File: config.mk
export PLATFORM = sky130hd
export DESIGN_NAME = joypad_top
export DESIGN_NICKNAME = d
export VERILOG_FILES = /design/src/source/joypad_pkg.sv /design/src/source/host_button_regs.sv /design/src/source/autofire.sv /design/src/source/dualshock_mapper.sv /design/src/source/joypad_shifter.sv /design/src/source/joypad_top.sv
export VERILOG_INCLUDE_DIRS = /design/src /design/src/include
export SDC_FILE = /design/constraint.sdc
export NUM_CORES = 1
export LEC_CHECK = 0
export BUFFER_PORTS_ARGS = -buffer_cell sky130_fd_sc_hd__buf_2
export CAP_MARGIN = 30
export CORE_UTILIZATION = 56
export DETAILED_ROUTE_END_ITERATION = 8
export PLACE_DENSITY_LB_ADDON = 0.15
export SYNTH_ARGS = -nofsm -noshare
export SYNTH_HDL_FRONTEND = slang
export SYNTH_SLANG_ARGS = --single-unit
File: constraint.sdc
create_clock -name clk -period 3 [get_ports clk]
set_clock_uncertainty 0.1 [all_clocks]
set_input_delay 0.6 -clock clk [delete_from_list [all_inputs] [get_ports clk]]
set_output_delay 0.6 -clock clk [all_outputs]
set_load 0.02 [all_outputs]
File: src/include/joypad_macros.svh
// ============================
// joypad macros
// register map, autofire timing and
// NES button count for the controller path
// ============================

`ifndef JOYPAD_MACROS_SVH
`define JOYPAD_MACROS_SVH

// host override registers on the register bus
// player 2 sits one address above player 1
`define JOY_ADDR_BTN1 8'h40

// autofire half period in clk cycles
// kept short so the waveform is quick to observe in simulation
`define JOY_AUTOFIRE_HALF 4

// NES standard controller has 8 buttons
// order R L D U START SELECT B A, A in bit 0
`define JOY_NUM_BUTTONS 8

`endif

File: src/source/joypad_pkg.sv
// ============================
// joypad package
// vector types shared by the controller path
// ============================

`include "joypad_macros.svh"

package joypad_pkg;

  // NES button byte, active high
  // bit 7..0 = R L D U START SELECT B A
  typedef logic [`JOY_NUM_BUTTONS-1:0] nes_buttons_t;

  // one Dualshock receive byte, active low as it comes off the pad
  typedef logic [7:0] ds_byte_t;

  // register bus fields
  typedef logic [7:0] reg_addr_t;
  typedef logic [7:0] reg_data_t;

endpackage

File: src/source/host_button_regs.sv
// ============================
// host button registers
// decodes register bus writes into the
// two host override button bytes
// ============================

`timescale 1ns/1ps

`include "joypad_macros.svh"

module host_button_regs (
  input  logic                   clk,
  input  logic                   sys_resetn,
  input  joypad_pkg::reg_addr_t  reg_addr,
  input  joypad_pkg::reg_data_t  reg_data,
  input  logic                   reg_write,
  output joypad_pkg::nes_buttons_t host_btn1,
  output joypad_pkg::nes_buttons_t host_btn2
);

  logic hit_btn1;
  logic hit_btn2;

  // address decode, anything else on the bus is for some other block
  assign hit_btn1 = reg_write && (reg_addr == joypad_pkg::reg_addr_t'(`JOY_ADDR_BTN1));
  assign hit_btn2 = reg_write && (reg_addr == joypad_pkg::reg_addr_t'(`JOY_ADDR_BTN1 + 1));

  always_ff @(posedge clk) begin
    if (!sys_resetn) begin
      host_btn1 <= '0;
      host_btn2 <= '0;
    end else begin
      if (hit_btn1) begin
        host_btn1 <= joypad_pkg::nes_buttons_t'(reg_data);
      end
      if (hit_btn2) begin
        host_btn2 <= joypad_pkg::nes_buttons_t'(reg_data);
      end
    end
  end

  // a write strobe must come with a clean address, else a stray
  // X could land in either button byte and reach the console
  a_write_addr_known: assert property (
    @(posedge clk) disable iff (!sys_resetn)
    reg_write |-> !$isunknown(reg_addr)
  ) else $error("register write with unknown address");

endmodule

File: src/source/autofire.sv
// ============================
// autofire
// turns a held button into a square
// wave of fixed half period
// ============================

`timescale 1ns/1ps

`include "joypad_macros.svh"

module autofire (
  input  logic clk,
  input  logic sys_resetn,
  input  logic btn,
  output logic fire
);

  localparam int CNT_W = (2 * `JOY_AUTOFIRE_HALF > 1) ? $clog2(2 * `JOY_AUTOFIRE_HALF) : 1;

  logic [CNT_W-1:0] cnt;
  logic             cnt_wrap;

  // last count of a full on/off period
  assign cnt_wrap = (cnt == CNT_W'(2 * `JOY_AUTOFIRE_HALF - 1));

  always_ff @(posedge clk) begin
    if (!sys_resetn) begin
      cnt  <= '0;
      fire <= 1'b0;
    end else if (!btn) begin
      // released, restart so the next press fires at once
      cnt  <= '0;
      fire <= 1'b0;
    end else begin
      cnt  <= cnt_wrap ? '0 : cnt + 1'b1;
      fire <= (cnt < CNT_W'(`JOY_AUTOFIRE_HALF)); // first half of period
    end
  end

  // a release must drop the output on the very next cycle
  a_release_stops_fire: assert property (
    @(posedge clk) disable iff (!sys_resetn)
    !btn |=> !fire
  ) else $error("autofire still high after button release");

endmodule

File: src/source/dualshock_mapper.sv
// ============================
// dualshock mapper
// maps one pad's first two receive bytes
// onto NES button order, with autofire
// ============================

`timescale 1ns/1ps

module dualshock_mapper (
  input  logic                     clk,
  input  logic                     sys_resetn,
  input  joypad_pkg::ds_byte_t     rx0,
  input  joypad_pkg::ds_byte_t     rx1,
  output joypad_pkg::nes_buttons_t pad_btn
);

  // rx0 layout, bit 7..0 = L D R U START R3 L3 SELECT
  localparam int RX0_LEFT   = 7;
  localparam int RX0_DOWN   = 6;
  localparam int RX0_RIGHT  = 5;
  localparam int RX0_UP     = 4;
  localparam int RX0_START  = 3;
  localparam int RX0_SELECT = 0;

  // rx1 layout, bit 7..0 = square X O triangle R1 L1 R2 L2
  localparam int RX1_SQUARE   = 7;
  localparam int RX1_CROSS    = 6;
  localparam int RX1_CIRCLE   = 5;
  localparam int RX1_TRIANGLE = 4;

  logic square_fire;
  logic triangle_fire;

  // square repeats B
  autofire u_af_square (
    .clk        (clk),
    .sys_resetn (sys_resetn),
    .btn        (~rx1[RX1_SQUARE]),
    .fire       (square_fire)
  );

  // triangle repeats A
  autofire u_af_triangle (
    .clk        (clk),
    .sys_resetn (sys_resetn),
    .btn        (~rx1[RX1_TRIANGLE]),
    .fire       (triangle_fire)
  );

  // pad bits are active low, NES bits active high
  // direct buttons stay combinational so the shifter sees them this cycle
  assign pad_btn = {
    ~rx0[RX0_RIGHT],
    ~rx0[RX0_LEFT],
    ~rx0[RX0_DOWN],
    ~rx0[RX0_UP],
    ~rx0[RX0_START],
    ~rx0[RX0_SELECT],
    ~rx1[RX1_CROSS]  | square_fire,     // B
    ~rx1[RX1_CIRCLE] | triangle_fire    // A
  };

endmodule

File: src/source/joypad_shifter.sv
// ============================
// joypad shifter
// NES controller port, latches buttons on
// strobe and shifts them out serially
// ============================

`timescale 1ns/1ps

module joypad_shifter (
  input  logic                     clk,
  input  logic                     sys_resetn,
  input  joypad_pkg::nes_buttons_t host_btn1,
  input  joypad_pkg::nes_buttons_t host_btn2,
  input  joypad_pkg::nes_buttons_t pad_btn1,
  input  joypad_pkg::nes_buttons_t pad_btn2,
  input  logic                     joypad_strobe,
  input  logic [1:0]               joypad_clock,
  output logic [1:0]               joypad_data
);

  localparam int NUM_PLAYERS = 2;

  joypad_pkg::nes_buttons_t bits_q   [NUM_PLAYERS]; // one shift register per player
  joypad_pkg::nes_buttons_t load_val [NUM_PLAYERS];
  logic [NUM_PLAYERS-1:0]   prev_clock;
  logic [NUM_PLAYERS-1:0]   clock_fall;

  // host overrides and pad buttons merge here
  assign load_val[0] = host_btn1 | pad_btn1;
  assign load_val[1] = host_btn2 | pad_btn2;

  // falling edge of each player's joypad clock against last cycle
  assign clock_fall = prev_clock & ~joypad_clock;

  always_ff @(posedge clk) begin
    if (!sys_resetn) begin
      prev_clock <= '0;
      for (int p = 0; p < NUM_PLAYERS; p++) begin
        bits_q[p] <= '0;
      end
    end else begin
      prev_clock <= joypad_clock;
      for (int p = 0; p < NUM_PLAYERS; p++) begin
        if (clock_fall[p]) begin
          // shift wins over a strobe in the same cycle
          bits_q[p] <= bits_q[p] >> 1; // zero enters at the top
        end else if (joypad_strobe) begin
          bits_q[p] <= load_val[p];
        end
      end
    end
  end

  // serial out is the low bit, A comes first after a latch
  assign joypad_data = {bits_q[1][0], bits_q[0][0]};

  // the console reads these pins at any time, they must never float
  a_data_known: assert property (
    @(posedge clk) disable iff (!sys_resetn)
    !$isunknown(joypad_data)
  ) else $error("joypad_data has unknown bits");

endmodule

File: src/source/joypad_top.sv
// ============================
// joypad top
// controller path of the NES board, host
// registers and two pads into the joypad port
// ============================

`timescale 1ns/1ps

module joypad_top (
  input  logic                  clk,
  input  logic                  sys_resetn,

  // register bus from the host UART
  input  joypad_pkg::reg_addr_t reg_addr,
  input  joypad_pkg::reg_data_t reg_data,
  input  logic                  reg_write,

  // Dualshock receive bytes, active low
  input  joypad_pkg::ds_byte_t  pad1_rx0,
  input  joypad_pkg::ds_byte_t  pad1_rx1,
  input  joypad_pkg::ds_byte_t  pad2_rx0,
  input  joypad_pkg::ds_byte_t  pad2_rx1,

  // NES joypad port
  input  logic                  joypad_strobe,
  input  logic [1:0]            joypad_clock,  // one per player
  output logic [1:0]            joypad_data
);

  joypad_pkg::nes_buttons_t host_btn1;
  joypad_pkg::nes_buttons_t host_btn2;
  joypad_pkg::nes_buttons_t pad_btn1;
  joypad_pkg::nes_buttons_t pad_btn2;

  host_button_regs u_host_regs (
    .clk        (clk),
    .sys_resetn (sys_resetn),
    .reg_addr   (reg_addr),
    .reg_data   (reg_data),
    .reg_write  (reg_write),
    .host_btn1  (host_btn1),
    .host_btn2  (host_btn2)
  );

  dualshock_mapper u_pad1 (
    .clk        (clk),
    .sys_resetn (sys_resetn),
    .rx0        (pad1_rx0),
    .rx1        (pad1_rx1),
    .pad_btn    (pad_btn1)
  );

  dualshock_mapper u_pad2 (
    .clk        (clk),
    .sys_resetn (sys_resetn),
    .rx0        (pad2_rx0),
    .rx1        (pad2_rx1),
    .pad_btn    (pad_btn2)
  );

  joypad_shifter u_shifter (
    .clk           (clk),
    .sys_resetn    (sys_resetn),
    .host_btn1     (host_btn1),
    .host_btn2     (host_btn2),
    .pad_btn1      (pad_btn1),
    .pad_btn2      (pad_btn2),
    .joypad_strobe (joypad_strobe),
    .joypad_clock  (joypad_clock),
    .joypad_data   (joypad_data)
  );

endmodule

# After elaboration in Yosys (flattened, before gate mapping)

Memory sizes are Yosys's and may differ from the RTL's.
Cells that the tools add are included.

Register bits: 34
Memory bits (writable): 16
Word-level logic and storage cells: 83
Memories kept: 1

$add $sub $neg: 4
$lt $le $gt $ge: 4
Equality and inequality tests: 6
Muxes and demuxes: 18
Bitwise logic cells: 29
Reduce and logical (&&, ||, !) cells: 10

Memory list:

| name             | words | width | read ports | clocked after Yosys merged registers in | write ports | line                 | RTL |
|---|---|---|---|---|---|---|---|
| u_shifter.bits_q | 2     | 8     | 2          | 0                                       | 2           | joypad_shifter.sv:23 | `joypad_pkg::nes_buttons_t bits_q [NUM_PLAYERS];` |

Operator list:

| operator              | number |
|---|---|
| $mux W8               | 4 |
| $not A1 Y1            | 17 |
| $eq A8 B7 Y1 const B  | 2 |
| $or A8 B8 Y8          | 2 |
| $mux W1               | 14 |
| $add A3 B1 Y3 const B | 4 |
| $eq A3 B3 Y1 const B  | 4 |
| $lt A3 B3 Y1 const B  | 4 |
| $reduce_or A3 Y1      | 4 |
| $or A1 B1 Y1          | 8 |
| $reduce_or A2 Y1      | 4 |
| $and A2 B2 Y2         | 1 |
| $logic_and A1 B1 Y1   | 2 |
| $not A2 Y2            | 1 |

# Logic depth before layout (Yosys ltp)

Gate-level depths: netlist of run 1.

Depth in word-level cells: 7
Mapped depth: 5

# Modules after synthesis

A second synthesis of run 1 with hierarchy kept.

Cells, all modules: 200
Area, all modules: 2,224.6 um^2

Modules (own cells, without submodules):

| module           | instances | cells each | area each (um^2) |
|---|---|---|---|
| joypad_shifter   | 1         | 76         | 915.9 |
| host_button_regs | 1         | 64         | 638.1 |
| autofire         | 4         | 10         | 146.4 |
| dualshock_mapper | 2         | 10         | 42.5 |

# Worst setup path before layout of run 1

OpenSTA, ideal clock, no wires.

Path type: input to register
Start point: input joypad_clock[1]
End point: memory u_shifter.bits_q[1][0] (netlist bit) (enable)
Arrival time: 1.315 ns
Required time: 2.617 ns
Path slack: 1.301 ns
Stages: 3
Cells stage by stage: nor2b_1 > buf_2 > or3b_2

RTL lines:

| what            | line                 | RTL |
|---|---|---|
| start, declared | joypad_top.sv:26     | `input logic [1:0] joypad_clock,` |
| end, declared   | joypad_shifter.sv:23 |  |

==> impl_metrics.yaml, run 1 <==
detailed_routing:
  drt_iter0_drc: 55
  vias_per_cell: 5.28
  num_vias: 1500
  wl_per_cell_um: 13.3
  routed_wl_um: 3780
  detail-route-antenna-nets: 0
  dr.pass1.iters: 4
  remaining_drc_errors: 0
floorplan:
  io_pins: 56
  row_count: 22
  die_w_um: 63.9
  die_h_um: 63.9
  initial_core_util: 0.586
  core-area_sq_mm: 0.00366
  die_area_sq_mm: 0.00408
global_route:
  grt_pass1_vias: 1551
  grt_max_degree: 25
  grt_use_total: 0.211
  overflow: 0
  antenna_found_initial: 0
  grt_pass1_wl_um: 6530
clocking:
  cts_hold_buf: 0
  cts_tree: "yes"
  clk_pin_slew_ns: 0.08
  cts_resized: 0
  cts-buffers-inserted: 5
  cts_buffer_depth: 2
  clk-insertion-delay-late_ns: 0.30
  clk_root_buffer_cell: "clkbuf_8"
  cts.htree.levels: 2
  postCtsSetupRepairBufs: 0
  cts_sinks: 50
synthesis:
  synth_most_common_cell: "dfxtp_1"
  postSynthCellCount: 195
  ys_ff_latch: 50
  synthArstFlopShare: 0
  synth_top_area_share: 0.317
  synth_edf_count: 16
  yosysTopAreaCell: "dfxtp_1"
  ys_types: 31
  synth_nets: 257
  synth_commonest_cells: "dfxtp_1, nand2_1, edfxtp_1, mux2i_1, and2_1"
  yosys_most_used_dff: "dfxtp_1"
  synth_area_sq_mm: 0.00215
  postSynthAreaPerCell_sq_um: 11.0
  synthTopCellsByArea: "dfxtp_1, edfxtp_1, mux2i_1, ha_1, nand2_1"
  yosysWarnings: 0
  ys_seq_area_frac: 0.541
power_and_ir_drop:
  switchingPower_mw: 0.274
  p_comb_frac: 0.091
  power.leakage_nw: 1.05
  intPower_mw: 0.945
  swShare: 0.224
  power_mw: 1.22
  peakVddDrop_uv: 304
  seq_power_share: 0.606
  p_per_area_mw_per_mm2: 503
  p_clk_frac: 0.304
placement:
  routabilityCongestion: 0.717
  dp_slack_ns: 0.852
  numPlacedInstances: 276
  place_area_sq_mm: 0.00234
  dpl.hpwl_um: 2900
  io_buffers: 43
timing:
  worstMarginPinSlew_ns: 0.724
  period_needed_ns: 1.81
  finalWorstSetupSlack_ns: 1.19
  fmax_mhz: 551
  rsz0062_at_grt: "no"
  finalSetupViolations: 0
  tns_ns: 0
  min_period_over_period: 0.605
  drv_slew: 0
  relSlewSlack: 0.517
  final-hold-violation-count: 0
  hold_ws_ns: 0.321
final_layout:
  utilization: 0.662
  insertedDiodeCount: 0
  drive_gt1_frac: 0.246
  seq_area_sq_mm: 0.00116
  design_area_sq_mm: 0.00242
  multi_input_area_sq_um: 876
  post_layout_nonfiller_instances: 284
  areaGrowthSynthToFinish_pct: 12.9
  nFillCells: 310
  nets: 297
critical_path:
  cp_slowest_cell: "nor2b_1"
  cp_cell_sequence: "buf_2, nor2b_1, o31ai_4, a311oi_1"
  end_kind: "flip-flop"
  crit_path_max_fanout: 14
  slowest_delay_ns: 0.56
  worstPathArrival_ns: 1.82
  cp-start-kind: "input port"
  cp.required_ns: 3.01
  worstSetupPathType: "in -> reg"
status:
  status: "finished, final reports clean"
job:
  maxCapViolations: 0
worst_hold_path:
  hold_class: "reg -> reg"
-- placed cells by master (no fill, tap or decap), types with 2 or more instances in the layout --
cell type / n
nand2_1: 25
nor2b_1: 7
nor3_1: 5
mux2i_1: 16
nor2_1: 10
o21ai_0: 7
buf_2: 43
or2b_1: 3
a21oi_1: 8
clkbuf_1: 3
clkbuf_8: 5
inv_1: 6
ha_1: 8
o22ai_1: 6
and2_1: 11
edfxtp_1: 16
nor3b_1: 2
nand2b_1: 2
a311oi_1: 7
dfxtp_1: 34
-- sequential cells by signal (all words and copies together) (netlist names) --
signal	count
u_pad1.u_af_square.cnt	3
u_shifter.prev_clock	2
u_host_regs.host_btn2	8
u_pad2.u_af_triangle.fire	1
u_host_regs.host_btn1	8
u_pad2.u_af_triangle.cnt	3
u_pad1.u_af_triangle.cnt	3
u_pad1.u_af_square.fire	1
u_shifter.bits_q	16
u_pad2.u_af_square.cnt	3
u_pad2.u_af_square.fire	1
u_pad1.u_af_triangle.fire	1
-- routing by layer --
metal | track usage | part of all wire | wire length, um
met1 | 0.247 | 0.44 | 1650
met5 | 0 | 0 | 0
met4 | 0.0938 | 0.018 | 69
met3 | 0.0482 | 0.051 | 193
met2 | 0.366 | 0.49 | 1860
-- power groups by stage --
stage / Clock [mW] / Sequential (mW) / Combinational [mW]
final: 0.370 / 0.739 / 0.110
after global routing: 0.400 / 0.742 / 0.123
after CTS: 0.377 / 0.739 / 0.111
after detailed placement: 0 / 0.754 / 0.111
after global placement: 0 / 0.753 / 0.106
after floorplan: 0 / 0.751 / 0.0745
-- path summary, 6_finish.rpt --
kind         depth (start not counted)                 startpoint  slack, ns                       to
min reg2reg                          1  u_pad2.u_af_square.cnt[2]       0.32  u_pad2.u_af_square.fire
min                                  1  u_pad2.u_af_square.cnt[2]       0.32  u_pad2.u_af_square.fire
max reg2reg                          3    u_shifter.prev_clock[1]       1.25   u_shifter.bits_q[0][4]
max                                  4            joypad_clock[1]       1.19   u_shifter.bits_q[0][4]
-- logic make-up (layout without fill, tap and decap cells) --
group	Yosys count	in the layout	synth area share
buffers and inverters	17	58	0.0507
multiplexers	16	16	0.0746
adder cells (fa/ha/maj)	8	8	0.0466
AND/OR/NAND/NOR	74	74	0.190
AO/OA/AOI/OAI	30	30	0.0968
flip-flops	50	50	0.541
-- cell type report --
| type | instances | area share |
|---|---|---|
| Timing Repair Buffer | 44 | 0.0919 |
| Clock buffer | 8 | 0.0331 |
| Multi-Input combinational cell | 128 | 0.362 |
| Sequential cell | 50 | 0.479 |
| Inverter | 6 | 0.00930 |
| Tap cell | 48 | 0.0248 |
-- critical path, delay by kind of cell --
kind	cells	cell delay [ns]
AOI/OAI and AO/OA	2	0.56
buffers and inverters	1	0.10
and+or+nand+nor	1	0.56
Note: power is estimated with default switching activity, not from simulation.
==> inputs of run 2 (changes only) <==
--- a/config.mk
+++ b/config.mk
@@ -6,9 +6,10 @@
 export SDC_FILE = /design/constraint.sdc
 export NUM_CORES = 1
 export LEC_CHECK = 0
+export ABC_AREA = 1
 export BUFFER_PORTS_ARGS = -buffer_cell sky130_fd_sc_hd__buf_2
 export CAP_MARGIN = 30
-export CORE_UTILIZATION = 56
+export CORE_UTILIZATION = 52
 export DETAILED_ROUTE_END_ITERATION = 8
 export PLACE_DENSITY_LB_ADDON = 0.15
 export SYNTH_ARGS = -nofsm -noshare
==> constraint.sdc (replaced) <==
create_clock -name clk -period 1.74 [get_ports clk]
set_clock_uncertainty 0.1 [all_clocks]
set_input_delay 0.348 -clock clk [delete_from_list [all_inputs] [get_ports clk]]
set_output_delay 0.348 -clock clk [all_outputs]
set_load 0.02 [all_outputs]
==> run 2 against run 1 <==
Total power grew 73%. Critical path depth unchanged. Clock power grew 67%. Cell count increased by 24%. Largest cell class unchanged. Sequential cell count did not move. Largest power group unchanged. Via count grew 18%. Worst hold slack lost 0.20 ns. Combinational power increased by 90%. Utilization shrank 3.7 points. Clock-buffer cell count is 1 lower. Non-clock buffer count rose by 3.
==> impl_metrics.yaml, run 2 <==
status:
  status: "finished, final reports clean"
floorplan:
  core-area_sq_mm: 0.00400
  initial_core_util: 0.544
  die_h_um: 66.7
  die_area_sq_mm: 0.00445
  io_pins: 56
  row_count: 23
  die_w_um: 66.7
synthesis:
  synth_top_area_share: 0.313
  yosysWarnings: 0
  ys_ff_latch: 50
  synthArstFlopShare: 0
  yosys_most_used_dff: "dfxtp_1"
  synth_area_sq_mm: 0.00218
  postSynthAreaPerCell_sq_um: 8.37
  synthTopCellsByArea: "dfxtp_1, edfxtp_1, nor2_1, inv_1, nand2_1"
  ys_seq_area_frac: 0.533
  postSynthCellCount: 260
  synth_nets: 322
  ys_types: 21
  synth_edf_count: 16
  yosysTopAreaCell: "dfxtp_1"
  synth_commonest_cells: "nor2_1, inv_1, nand2_1, dfxtp_1, nand3_1"
  synth_most_common_cell: "nor2_1"
final_layout:
  multi_input_area_sq_um: 803
  design_area_sq_mm: 0.00250
  nets: 365
  regMostFlops: "u_shifter.bits_q"
  insertedDiodeCount: 0
  top_regs: "u_shifter.bits_q: 16 flops, u_host_regs.host_btn1: 8 flops, u_host_regs.host_btn2: 8 flops"
  nFillCells: 363
  drive_gt1_frac: 0.195
  areaGrowthSynthToFinish_pct: 14.8
  largest_register_ffs: 16
  final_cell_mix: "nor2_1, buf_2, inv_1, nand2_1, dfxtp_1"
  seq_area_sq_mm: 0.00116
timing:
  tns_ns: 0
  fmax_mhz: 737
  finalSetupViolations: 0
  rsz0062_at_grt: "no"
  worstMarginPinSlew_ns: 0.475
  final-hold-violation-count: 0
  relSlewSlack: 0.683
  min_period_over_period: 0.779
  drv_slew: 0
  period_needed_ns: 1.36
clocking:
  cts_buffer_depth: 2
  cts_hold_buf: 0
  postCtsSetupRepairBufs: 0
  cts-buffers-inserted: 5
  cts.htree.levels: 2
  clk_root_buffer_cell: "clkbuf_8"
  cts_resized: 0
  clk_pin_slew_ns: 0.08
  cts_sinks: 50
  cts_tree: "yes"
  clk-insertion-delay-late_ns: 0.29
placement:
  place_area_sq_mm: 0.00242
  io_buffers: 43
  routabilityCongestion: 0.731
  dpl.hpwl_um: 2860
detailed_routing:
  remaining_drc_errors: 0
  wl_per_cell_um: 11.1
  num_vias: 1764
  routed_wl_um: 3910
  drt_iter0_drc: 76
  detail-route-antenna-nets: 0
  dr.pass1.iters: 4
  vias_per_cell: 5.00
global_route:
  grt_pass1_wl_um: 6340
  grt_use_total: 0.189
  grt_pass1_vias: 1528
  grt_max_degree: 33
  overflow: 0
  antenna_found_initial: 0
job:
  maxCapViolations: 0
power_and_ir_drop:
  p_per_area_mw_per_mm2: 841
  power.leakage_nw: 1.15
  peakVddDrop_uv: 573
critical_path:
  crit_path_max_fanout: 3
  cp.required_ns: 1.87
  worstSetupPathType: "reg -> reg"
  end_kind: "flip-flop"
  worstPathArrival_ns: 1.49
  cp-start-kind: "flip-flop"
worst_hold_path:
  hold_class: "in -> reg"
## run 2: path summary, 6_finish.rpt
| path | start | end | slack [ns] | cells past startpoint |
|---|---|---|---|---|
| worst min-delay path | pad2_rx1[4] | u_pad2.u_af_triangle.fire | 0.12 | 2 |
| worst max register to register | u_pad1.u_af_square.cnt[0] | u_pad1.u_af_square.cnt[1] | 0.38 | 4 |
| worst min register to register | u_pad1.u_af_square.cnt[0] | u_pad1.u_af_square.cnt[0] | 0.32 | 1 |
| worst max-delay path | u_pad1.u_af_square.cnt[0] | u_pad1.u_af_square.cnt[1] | 0.38 | 4 |
## run 2: final cells by class
class	count	share of cell area
clock buffers	7	0.0305
inverters	37	0.0556
multi-input cells	162	0.321
flip-flops and latches	50	0.464
well taps	50	0.0250
repair buffers	47	0.103
## run 2: stage by stage
step | utilization | power [mW] | hold WS (ns) | instances | setup WS, ns
after floorplan | - | 1.43 | 0.299 | 260 | 0.375
after global placement | 0.606 | 1.51 | 0.308 | 346 | 0.175
after detailed placement | 0.606 | 1.51 | 0.312 | 346 | 0.124
after CTS | 0.625 | 2.13 | 0.104 | 353 | 0.385
after global routing | 0.625 | 2.20 | 0.112 | 353 | 0.308
final | 0.625 | 2.10 | 0.117 | 353 | 0.384
## run 2: cells by family after synthesis
group | count (synthesis) | share of synthesized area
adders and majority gates | 8 | 0.0460
buffers and inverters | 48 | 0.0977
and+or+nand+nor | 115 | 0.227
AOI/OAI and AO/OA | 39 | 0.0960
DFF | 50 | 0.533
## run 2: worst max-delay path: stages (launching register included)
cell	delay, ns
dfxtp_1	0.32
ha_1	0.19
ha_1	0.17
or3_1	0.42
nor2_1	0.10
## run 2: layer usage
| layer | track usage | wire [um] | vias to the layer above |
|---|---|---|---|
| met4 | 0.0638 | 57 | 0 |
| met3 | 0.0514 | 195 | 7 |
| met1 | 0.235 | 1960 | 799 |
| met2 | 0.314 | 1700 | 43 |
| li1 | - | - | 915 |
| met5 | 0 | 0 | - |
## run 2: report_power, final
group,switching (mW),internal (mW)
clock,0.341,0.277
combinational,0.124,0.0848
sequential,0.0166,1.26
total,0.482,1.62
